## config.mk

```make
export PLATFORM = sky130hd
export DESIGN_NAME = dcache_tag_store
export DESIGN_NICKNAME = d
export VERILOG_FILES = /design/src/logic/dcache_pkg.sv /design/src/logic/dcache_tag_store.sv
export SDC_FILE = /design/constraint.sdc
export NUM_CORES = 2
export LEC_CHECK = 0
export BUFFER_PORTS_ARGS = -buffer_cell sky130_fd_sc_hd__buf_2
export CORE_ASPECT_RATIO = 1.75
export CORE_MARGIN = 2
export CORE_UTILIZATION = 35
export CTS_BUF_LIST = sky130_fd_sc_hd__clkbuf_4 sky130_fd_sc_hd__clkbuf_8
export DETAILED_ROUTE_END_ITERATION = 8
export SYNTH_ARGS = -nofsm -noshare
export SYNTH_HDL_FRONTEND = slang
export SYNTH_SLANG_ARGS = --single-unit
```

## constraint.sdc

```tcl
create_clock -name clk -period 2.91 [get_ports clk]
set_input_delay 0.4365 -clock clk [delete_from_list [all_inputs] [get_ports clk]]
set_output_delay 0.4365 -clock clk [all_outputs]
set_load 0.05 [all_outputs]
```

## src/logic/dcache_pkg.sv

```systemverilog
// cache geometry, address field types and helpers
// request and memory bus structs, miss state encoding
package dcache_pkg;

    localparam int ADDR_WIDTH   = 32;
    localparam int WORD_WIDTH   = 32;
    localparam int LINE_WORDS   = 4;
    localparam int WAYS         = 2;
    localparam int SETS         = 64;
    localparam int OFFSET_WIDTH = $clog2(LINE_WORDS * WORD_WIDTH / 8);
    localparam int INDEX_WIDTH  = $clog2(SETS);
    localparam int TAG_WIDTH    = ADDR_WIDTH - INDEX_WIDTH - OFFSET_WIDTH;

    typedef logic [ADDR_WIDTH-1:0]            addr_t;
    typedef logic [WORD_WIDTH-1:0]            word_t;
    typedef logic [WORD_WIDTH/8-1:0]          strb_t;
    typedef logic [TAG_WIDTH-1:0]             tag_t;
    typedef logic [INDEX_WIDTH-1:0]           index_t;
    typedef logic [$clog2(LINE_WORDS)-1:0]    word_sel_t;
    typedef logic [WAYS-1:0]                  way_t;
    // word 0 in the low bits
    typedef logic [LINE_WORDS*WORD_WIDTH-1:0] line_t;

    typedef struct packed {
        logic  valid;
        logic  write;
        addr_t addr;
        word_t wdata;
        strb_t strb;
    } cpu_req_t;

    typedef struct packed {
        logic valid;
        tag_t tag;
    } tagv_t;

    typedef struct packed {
        logic  rd_req;
        addr_t rd_addr;
    } mem_rd_req_t;

    typedef struct packed {
        logic  wr_req;
        addr_t wr_addr;
        line_t wr_data;
    } mem_wr_req_t;

    typedef enum logic [2:0] {
        LOOKUP,
        MISS_DIRTY,
        WRITEBACK,
        MISS_CLEAN,
        REFILL,
        REFILL_DONE
    } miss_state_t;

    function automatic index_t addr_index(input addr_t addr);
        return addr[OFFSET_WIDTH +: INDEX_WIDTH];
    endfunction

    function automatic tag_t addr_tag(input addr_t addr);
        return addr[ADDR_WIDTH-1 -: TAG_WIDTH];
    endfunction

    function automatic word_sel_t addr_word(input addr_t addr);
        return addr[OFFSET_WIDTH-1 -: $clog2(LINE_WORDS)];
    endfunction

endpackage

```

## src/logic/dcache_tag_store.sv

```systemverilog
// tag, valid and dirty flops per way and set
// one lru bit per set with the victim way
`timescale 1ns/1ps

module dcache_tag_store (
    input  logic                                   clk,
    input  logic                                   arst_n,
    input  dcache_pkg::index_t                     index,
    input  logic                                   refill_we,
    input  dcache_pkg::way_t                       refill_way,
    input  dcache_pkg::tag_t                       refill_tag,
    input  dcache_pkg::way_t                       store_hit,
    output dcache_pkg::tagv_t [dcache_pkg::WAYS-1:0] tagv,
    output dcache_pkg::way_t                       dirty,
    output dcache_pkg::way_t                       victim,
    input  dcache_pkg::way_t                       lru_touch
);
    import dcache_pkg::*;

    tag_t                       tag_q [WAYS][SETS];
    logic [WAYS-1:0][SETS-1:0]  valid_q;
    logic [WAYS-1:0][SETS-1:0]  dirty_q;
    // way used most recently in each set
    logic [SETS-1:0]            mru_q;

    // tags carry no reset, valid bits qualify them
    always_ff @(posedge clk) begin
        for (int w = 0; w < WAYS; w++) begin
            if (refill_we && refill_way[w]) begin
                tag_q[w][index] <= refill_tag;
            end
        end
    end

    always_ff @(posedge clk or negedge arst_n) begin
        if (!arst_n) begin
            valid_q <= '0;
            dirty_q <= '0;
        end else begin
            for (int w = 0; w < WAYS; w++) begin
                if (refill_we && refill_way[w]) begin
                    valid_q[w][index] <= 1'b1;
                    dirty_q[w][index] <= 1'b0;
                end else if (store_hit[w]) begin
                    dirty_q[w][index] <= 1'b1;
                end
            end
        end
    end

    always_ff @(posedge clk or negedge arst_n) begin
        if (!arst_n) begin
            mru_q <= '0;
        end else if (lru_touch[1]) begin
            mru_q[index] <= 1'b1;
        end else if (lru_touch[0]) begin
            mru_q[index] <= 1'b0;
        end
    end

    // combinational read at the request index
    always_comb begin
        for (int w = 0; w < WAYS; w++) begin
            tagv[w].valid = valid_q[w][index];
            tagv[w].tag   = tag_q[w][index];
            dirty[w]      = dirty_q[w][index];
        end
    end

    // two ways, so the victim is simply the other one
    assign victim = mru_q[index] ? 2'b01 : 2'b10;

endmodule

```

==> reports/summary.txt <==
Critical Path Sink Type - primary output
synthesis-stage register bit count - 3136
Place WS - -1763 ps
Rel. slew slack - 25.98%
starting density of the core - 35.15%
Main synth FF type - edfxtp_1
worst skew pair latency - 1120 ps
clk buf depth - 4
initial antenna violation count - 23
EDFF count, synth - 2816
kind of critical path - register to primary output
top cells by area, synth - edfxtp_1 (70%), dfrtp_1 (6.6%), a221oi_1 (4.8%), a22oi_1 (2.8%), nor2_1 (1.7%)
worst hold path class - input pin to asynchronous set/reset pin
Syn Area/Cell - 16.51 um2
pin count of the biggest net entering global routing - 129
FF-to-FF setup slack - 1990 ps
hpwl dp - 326000 um
GRT Max-Usage Layer - met2
setup TNS - -39520 ps
Routed Antenna Nets - 0
gp weighted congestion - 0.9787
Synth-to-Final Area Change - 25.47%
Fmax achieved - 0.2415 GHz
Syn Std Cell Area - 0.1208 mm2
hold_ws - 40.58 ps
failing checks - setup timing
drt wl/cell - 36.31 um
# DRC - 0
Final period util - 142.3%
first-pass GRT wire length - 661700 um
Slew Viols, Final - 0
syn_nets - 7354
RSZ-0062 raised after global routing - true
status - finished, violations left
Seq/Total Area, Yosys - 76.61%
Worst-Margin Slew - 1110 ps
Final setup viols - 50
Layout Cells excl Fill - 13510
reg2reg path depth - 2
Final WS setup - -1230 ps
GRT Resource Usage Total - 27.23%
clock sinks - 3136
Finished Cell Area - 0.1516 mm2
Total Wirelength - 490400 um
Lkg Pwr - 51.56 nW
RR Startpoint - valid_q[57]$_DFFE_PN0P_
die area - 0.3501 mm2
leading area contributor after synthesis - edfxtp_1
worst setup path end - tagv[29]
H-tree Lvls - 5
asr flop ratio synth - 10.20%
Final Hold Viols - 0
DRT iter0 DRCs - 10660
Ys Warns - 0
GR Util met1 - 28.34%
grt met3 use - 5.040%
DR pass1 iterations - 8
Max rail drop VDD - 0.4401 mV
Critical Path Start - tag_q[0][2778]$_DFFE_PP_
placed instance area - 0.1394 mm2
placed cells - 12690
core area - 0.3438 mm2
top cell type's share of synthesized area - 69.99%
fin crit period - 4140 ps
pwr dens - 627.9 mW/mm2
fraction of layout cells with a size suffix above 1 - 33.44%
most frequent cells in the layout - edfxtp_1 (2816), buf_4 (895), a221oi_1 (505)
worst path required time - 2470 ps
max_cap viols - 0
commonest non-fill, non-tap cell in the layout - edfxtp_1
Via density - 6.058
worst reg2reg path endpoint - valid_q[57]$_DFFE_PN0P_
total number of vias - 81830
IO Port Bufs - 86
grt met2 use - 45.38%
crit path DAT - 3700 ps
# rows - 285
I/O pin cnt - 87
Root Driver - clkbuf_8
width of the die - 448.2 um
cts bufs inserted - 416
CTS tree - built
Remaining Overflow, GRT - 0
Setup Skew - 0 ps
Die Span Y - 781.3 um
nets@finish - 8590
number of global-route vias before repair - 81970
cell count after synthesis - 7317
crit start category - register
Clk pin slew, worst setup/hold paths - 70 ps
Netlist cell types - 68
worst-path fanout max - 1
-- critical path: stages, from the launching register on --
cell	delay (ps)
edfxtp_1	380
mux2_4	280
a221oi_2	240
o22a_1	260
nor2_4	70
nor3b_4	260
nand4_1	550
buf_12	350
buf_12	140
-- power by group --
part	switching, mW	leakage, nW	total, mW	internal (mW)
clock network	17.4	4.57	35.0	17.7
registers	0.533	29.4	50.5	50.0
logic	6.09	17.5	9.68	3.59
total	24.0	51.6	95.2	71.2
-- cell type report --
cell class / count / area [um2]
Multi-Input combinational cell: 3605 / 28870
Inverter: 3 / 31.28
Tap cell: 4592 / 5746
Sequential cell: 3136 / 92570
Clock inverter: 215 / 1702
Timing Repair Buffer: 1391 / 15710
Fill cell: 30050 / 192200
Antenna cell: 13 / 32.53
Clock buffer: 553 / 6942
-- cells in the mapped netlist (53+ instances only) --
cell and count:
mux2_2 158, a21oi_1 290, nor2_1 546, a22o_1 84, or2_2 128, buf_2 234
edfxtp_1 2816, a221oi_1 668, buf_1 60, nand2_1 187, mux2i_1 179, clkbuf_1 209
dfrtp_1 320, o21ai_0 199, a22oi_1 454, o22a_1 53, o22ai_1 191, nor3_1 61
-- state kept, by name, summed over array words and instances, names as in the netlist, named ones only --
name	count
tag_q	2816
valid_q	128
-- metrics by stage --
step | power, mW | utilization, %
floorplan | 54.97 | -
global placement | 60.12 | 40.55
detailed placement | 60.25 | 40.55
CTS | 94.94 | 43.73
global route | 97.31 | 44.09
finish | 95.18 | 44.10
-- cells by family (layout without fill, tap and decap cells) --
| logic type | Yosys count | count (layout) | share of synthesized area [%] |
|---|---|---|---|
| and+or+nand+nor | 1080 | 1080 | 4.032 |
| AOI/OAI and AO/OA | 2124 | 2124 | 12.95 |
| muxes | 401 | 401 | 4.058 |
| other | 0 | 13 | 0 |
| buffers and inverters | 576 | 2162 | 2.345 |
| DFF | 3136 | 3136 | 76.61 |
-- worst min-delay path by stage --
stage	start	end	slack [ps]	cells after the start
2_1_floorplan	arst_n	asynchronous set/reset pin	140	0
3_3_place_gp	arst_n	asynchronous set/reset pin	400	1
3_5_place_dp	arst_n	asynchronous set/reset pin	410	1
4_1_cts	lru_touch[1]	register	20	2
5_1_grt	lru_touch[1]	register	120	2
6_report	arst_n	asynchronous set/reset pin	40	3
-- metal layers --
metal	wire, um	part of all wire [%]
met5	35	0.0071
met4	59320	12
met3	40110	8.2
met2	238200	49
met1	152700	31
-- what timing repair did --
item / in CTS / in global routing
hold buffers: 27 / 0
gates cloned: 1 / 3
endpoints found under the hold margin: 1211 / 0
buffers inserted: 7 / 32
resized for setup: 461 / 193
pin swaps: 177 / 123
endpoints found under the setup margin: 50 / 50
Power figures use the tool's default switching activity.
