[config.mk]
export PLATFORM = sky130hd
export DESIGN_NAME = dcache_miss_fsm
export DESIGN_NICKNAME = d
export VERILOG_FILES = /design/src/logic/dcache_pkg.sv /design/src/logic/dcache_miss_fsm.sv
export SDC_FILE = /design/constraint.sdc
export NUM_CORES = 1
export LEC_CHECK = 0
export BUFFER_PORTS_ARGS = -buffer_cell sky130_fd_sc_hd__buf_2
export CELL_PAD_IN_SITES_DETAIL_PLACEMENT = 0
export CELL_PAD_IN_SITES_GLOBAL_PLACEMENT = 2
export CORE_AREA = 10 10 158 160
export DETAILED_ROUTE_END_ITERATION = 8
export DIE_AREA = 0 0 168 170
export GPL_TIMING_DRIVEN = 0
export HOLD_SLACK_MARGIN = 0.03
export PLACE_DENSITY_LB_ADDON = 0.08
export RECOVER_POWER = 100
export SETUP_SLACK_MARGIN = 0.3
export SLEW_MARGIN = 10
export SYNTH_ARGS = -nofsm -noshare
export SYNTH_HDL_FRONTEND = slang
export SYNTH_SLANG_ARGS = --single-unit
[constraint.sdc]
create_clock -name clk -period 1.8 [get_ports clk]
set_input_delay 0.18 -clock clk [delete_from_list [all_inputs] [get_ports clk]]
set_output_delay 0.18 -clock clk [all_outputs]
set_load 0.02 [all_outputs]
[src/logic/dcache_pkg.sv]
// cache geometry, address field types and helpers
// request and memory bus structs, miss state encoding
package dcache_pkg;

    localparam int ADDR_WIDTH   = 32;
    localparam int WORD_WIDTH   = 32;
    localparam int LINE_WORDS   = 4;
    localparam int WAYS         = 2;
    localparam int SETS         = 64;
    localparam int OFFSET_WIDTH = $clog2(LINE_WORDS * WORD_WIDTH / 8);
    localparam int INDEX_WIDTH  = $clog2(SETS);
    localparam int TAG_WIDTH    = ADDR_WIDTH - INDEX_WIDTH - OFFSET_WIDTH;

    typedef logic [ADDR_WIDTH-1:0]            addr_t;
    typedef logic [WORD_WIDTH-1:0]            word_t;
    typedef logic [WORD_WIDTH/8-1:0]          strb_t;
    typedef logic [TAG_WIDTH-1:0]             tag_t;
    typedef logic [INDEX_WIDTH-1:0]           index_t;
    typedef logic [$clog2(LINE_WORDS)-1:0]    word_sel_t;
    typedef logic [WAYS-1:0]                  way_t;
    // word 0 in the low bits
    typedef logic [LINE_WORDS*WORD_WIDTH-1:0] line_t;

    typedef struct packed {
        logic  valid;
        logic  write;
        addr_t addr;
        word_t wdata;
        strb_t strb;
    } cpu_req_t;

    typedef struct packed {
        logic valid;
        tag_t tag;
    } tagv_t;

    typedef struct packed {
        logic  rd_req;
        addr_t rd_addr;
    } mem_rd_req_t;

    typedef struct packed {
        logic  wr_req;
        addr_t wr_addr;
        line_t wr_data;
    } mem_wr_req_t;

    typedef enum logic [2:0] {
        LOOKUP,
        MISS_DIRTY,
        WRITEBACK,
        MISS_CLEAN,
        REFILL,
        REFILL_DONE
    } miss_state_t;

    function automatic index_t addr_index(input addr_t addr);
        return addr[OFFSET_WIDTH +: INDEX_WIDTH];
    endfunction

    function automatic tag_t addr_tag(input addr_t addr);
        return addr[ADDR_WIDTH-1 -: TAG_WIDTH];
    endfunction

    function automatic word_sel_t addr_word(input addr_t addr);
        return addr[OFFSET_WIDTH-1 -: $clog2(LINE_WORDS)];
    endfunction

endpackage

[src/logic/dcache_miss_fsm.sv]
// miss engine: dirty victim writeback, then line refill
`timescale 1ns/1ps

module dcache_miss_fsm (
    input  logic                    clk,
    input  logic                    arst_n,
    input  dcache_pkg::cpu_req_t    req,
    input  dcache_pkg::way_t        hit,
    input  dcache_pkg::way_t        victim,
    input  logic                    victim_dirty,
    input  dcache_pkg::tag_t        victim_tag,
    input  dcache_pkg::line_t       victim_line,
    input  logic                    rd_rdy,
    input  logic                    ret_valid,
    input  logic                    wr_rdy,
    input  logic                    wr_valid,
    output dcache_pkg::mem_rd_req_t mem_rd,
    output dcache_pkg::mem_wr_req_t mem_wr,
    output logic                    refill_we,
    output logic                    miss_busy
);
    import dcache_pkg::*;

    miss_state_t state_q;
    miss_state_t state_d;
    logic        miss;
    logic        wb_needed;

    assign miss      = req.valid && (hit == '0);
    // dirty bit of the victim way decides the writeback
    assign wb_needed = victim_dirty;

    always_ff @(posedge clk or negedge arst_n) begin
        if (!arst_n) begin
            state_q <= LOOKUP;
        end else begin
            state_q <= state_d;
        end
    end

    always_comb begin
        state_d = state_q;
        case (state_q)
            LOOKUP: begin
                if (miss) begin
                    state_d = wb_needed ? MISS_DIRTY : MISS_CLEAN;
                end
            end
            MISS_DIRTY: begin
                if (wr_rdy) begin
                    state_d = WRITEBACK;
                end
            end
            WRITEBACK: begin
                if (wr_valid) begin
                    state_d = MISS_CLEAN;
                end
            end
            MISS_CLEAN: begin
                if (rd_rdy) begin
                    state_d = REFILL;
                end
            end
            REFILL: begin
                if (ret_valid) begin
                    state_d = REFILL_DONE;
                end
            end
            REFILL_DONE: begin
                state_d = LOOKUP;
            end
            default: begin
                state_d = LOOKUP;
            end
        endcase
    end

    // line-aligned addresses on both channels
    assign mem_rd.rd_req  = (state_q == MISS_CLEAN);
    assign mem_rd.rd_addr = {req.addr[ADDR_WIDTH-1:OFFSET_WIDTH], {OFFSET_WIDTH{1'b0}}};

    assign mem_wr.wr_req  = (state_q == MISS_DIRTY);
    assign mem_wr.wr_addr = {victim_tag, addr_index(req.addr), {OFFSET_WIDTH{1'b0}}};
    assign mem_wr.wr_data = victim_line;

    assign refill_we = (state_q == REFILL) && ret_valid;

    // the lookup cycle of a miss is already busy
    assign miss_busy = (state_q != LOOKUP) || miss;

endmodule

==> flow_metrics.py <==
metrics = {
    "sta": {
        "hold_viol": 0,
        "layout_setup_ws_ns": 0.255,
        "tns_ns": 0,
        "finalSetupViolations": 0,
        "finClkSkew_ns": 0.00177,
        "finalMaxSlewViolations": 0,
        "min_period_ns": 1.54,
        "fmax_mhz": 647,
        "min_period_over_period_pct": 85.8,
        "rsz0062_at_grt": "yes",
    },
    "final_layout": {
        "fillers": 2624,
        "area_growth_pct": 73.6,
        "top_regs": "state_q (3)",
        "largest-register": "state_q",
        "final_nets": 665,
        "largest_reg_flops": 3,
        "drive_gt1_share_pct": 49.2,
    },
    "global_route": {
        "grt_pass1_vias": 2197,
        "grtUsageMet2_pct": 13.5,
        "gr-usage-met1_pct": 3.72,
        "grt-ovfl-total": 0,
        "use_met3_pct": 5.16,
        "grt_busiest_layer": "met2",
        "grtUsageTotal_pct": 6.24,
        "grt_max_degree": 11,
        "antenna_found_initial": 1,
        "grt_pass1_wl_mm": 13.7,
    },
    "pwr": {
        "pwr-share-comb_pct": 72.7,
        "swShare_pct": 44.4,
        "p_switching_w": 0.000785,
        "p_clk_share_pct": 19.6,
        "seqPwrFrac_pct": 7.8,
        "p_leak_nw": 1.39,
        "vdd_drop_max_uv": 281,
        "power_density_nw_per_um2": 599,
        "internal-power_w": 0.000983,
    },
    "routing": {
        "drc": 0,
        "viasPerCell": 2.73,
        "vias": 1947,
        "routed_wl_mm": 10.5,
        "ant_nets": 0,
        "drt-pass1-iter-count": 4,
        "wl_per_cell_um": 14.8,
        "drtIter0Drc": 3,
    },
    "clock_tree": {
        "htreeDepth": 1,
        "tritoncts.num_buffers": 3,
        "clock_tree.root_cell": "clkbuf_16",
        "clock_path_buffers": 2,
        "cts_tree": "built",
        "clkTransAtPathRegs_ns": 0.03,
        "cts.sinks": 3,
        "clk_latency_ns": 0.22,
    },
    "logic_synthesis": {
        "yosysTopAreaCell": "buf_4",
        "yosysTopAreaCellShare_pct": 84.7,
        "ys_seq_area_share_pct": 4.41,
        "synthesis.area_um2": 1700,
        "syn_inst": 220,
        "ys_ff_latch": 3,
        "synth.area.top_cells": "buf_4 (85%), dfrtp_1 (4.4%), a2111oi_2 (0.88%), nor2_1 (0.88%), o31ai_1 (0.88%)",
        "avgSynthCellArea_um2": 7.73,
        "yosysWarningCount": 0,
        "netlist-cell-type-count": 23,
    },
    "critical_path": {
        "timing.rr.start": "state_q[0]",
        "worst-path-max-fanout": 8,
        "endpoint_kind": "output port",
        "crit_path_start": "state_q[1]",
        "timing_worst_setup_path_type": "flip-flop to output port",
        "worst_ep_arrival_time_ns": 1.36,
        "reg2reg_slack_ns": 0.40,
        "cp.required_ns": 1.62,
        "startpoint_type": "flip-flop",
        "crit-reg2reg-capture": "state_q[0]",
        "r2r_cells": 4,
    },
    "worst_hold_path": {
        "holdCritPathClass": "primary input to flip-flop",
        "hold_end": "state_q[2]",
        "worstHoldPathCells": 2,
        "hp-start": "rd_rdy",
    },
    "floorplanning": {
        "start_util_pct": 7.85,
        "die_w_um": 168,
        "io-pin-count": 427,
        "die-area_um2": 28600,
        "row_count": 54,
        "core-area_um2": 21700,
        "fp.dieH_um": 170,
    },
    "status": {
        "outcome": "finished clean",
    },
    "placed_design": {
        "gp_congestion": 0.678,
        "port_buffers": 197,
        "dpl.hpwl_mm": 10.2,
        "dp_slack_ns": 0.308,
    },
    "flow_run": {
        "drv_cap": 0,
    },
}
==> final cells by class <==
class | instances | area [µm²] | area share, %
Sequential cell | 3 | 75.1 | 2.54
Timing Repair Buffer | 202 | 797 | 27.0
Buffer | 194 | 1460 | 49.6
Antenna cell | 1 | 2.50 | 0.0847
Clock buffer | 4 | 78.8 | 2.67
Multi-Input combinational cell | 29 | 183 | 6.18
Tap cell | 280 | 350 | 11.9
Inverter | 1 | 3.75 | 0.127
==> worst max-delay path: stages, from the launching register on <==
cell	delay, ns
dfrtp_1	0.37
buf_6	0.14
a2111oi_2	0.38
inv_1	0.11
buf_6	0.15
==> synth_stat cells (all sizes together) <==
master   number
mux2i         1
a211o         1
nand2b        2
nand2         1
nor2b         1
nor2          4
o31ai         3
nand3b        1
a21bo         1
conb          1
inv           1
a2111oi       1
or4b          1
buf         194
a22o          1
and3          1
a21o          1
a21oi         1
dfrtp         3
==> metal layers <==
metal,wire length (µm),part of all wire (%)
met1,2280,22
met2,6220,59
met3,1990,19
met4,40,0.38
met5,13,0.12
==> worst max-delay path by stage <==
stage | end | slack (ns) | cells past startpoint
2_1_floorplan | state_q[0] | 0.51 | 4
6_report | miss_busy | 0.26 | 4
3_3_place_gp | miss_busy | 0.25 | 4
5_1_grt | miss_busy | 0.16 | 4
4_1_cts | miss_busy | 0.30 | 4
3_5_place_dp | miss_busy | 0.31 | 4
==> power groups by stage <==
stage          logic (W)  registers [W]  clock network [W]
3_5_place_dp     0.00128       0.000137                  0
4_1_cts          0.00133       0.000140           0.000353
6_report         0.00129       0.000137           0.000346
5_1_grt          0.00138       0.000144           0.000360
3_3_place_gp     0.00130       0.000138                  0
2_1_floorplan   0.000935       0.000126                  0
==> through the flow <==
step                      util, %  instance area [µm²]  hold WS (ns)  std cells  power (W)
final                        13.6                 2950         0.250        714    0.00177
after global routing         13.6                 2950         0.253        713    0.00188
after CTS                    14.6                 3180         0.246        710    0.00182
after detailed placement     14.1                 3060       -0.0125        704    0.00142
after global placement       14.1                 3060      -0.00947        704    0.00144
after floorplan                 -                 1730        -0.116        227    0.00106
==> what timing repair did <==
action | in CTS | in global routing
buffers inserted | 1 | 3
pin swaps | 1 | 1
hold endpoints to repair | 3 | 0
gates resized for setup | 2 | 3
endpoints found under the setup margin | 2 | 2
hold buffers | 1 | 0
==> cell usage in the layout (no fill, tap or decap) <==
master,instances
buf_4,196
clkbuf_1,189
conb_1,8
buf_2,8
nor2_1,4
buf_6,3
o31ai_1,3
clkbuf_16,3
dfrtp_1,3
diode_2,1
nand2b_2,1
nand2_1,1
a2111oi_2,1
inv_1,1
and3_2,1
a22o_1,1
or4b_1,1
a21oi_1,1
a21bo_1,1
mux2i_1,1
nand3b_1,1
nand2b_1,1
a21o_1,1
nor2b_1,1
a211o_1,1
dlygate4sd3_1,1
==> cell families (layout without fill, tap and decap cells) <==
| logic type | count (synthesis) | after routing | synth area share, % |
|---|---|---|---|
| flops | 3 | 3 | 4.41 |
| compound gates | 9 | 9 | 4.85 |
| buf+inv | 195 | 401 | 85.9 |
| mux | 1 | 1 | 0.588 |
| simple gates | 11 | 11 | 4.04 |
| other cells | 1 | 9 | 0.220 |
Note: power is estimated with default switching activity, not from simulation.
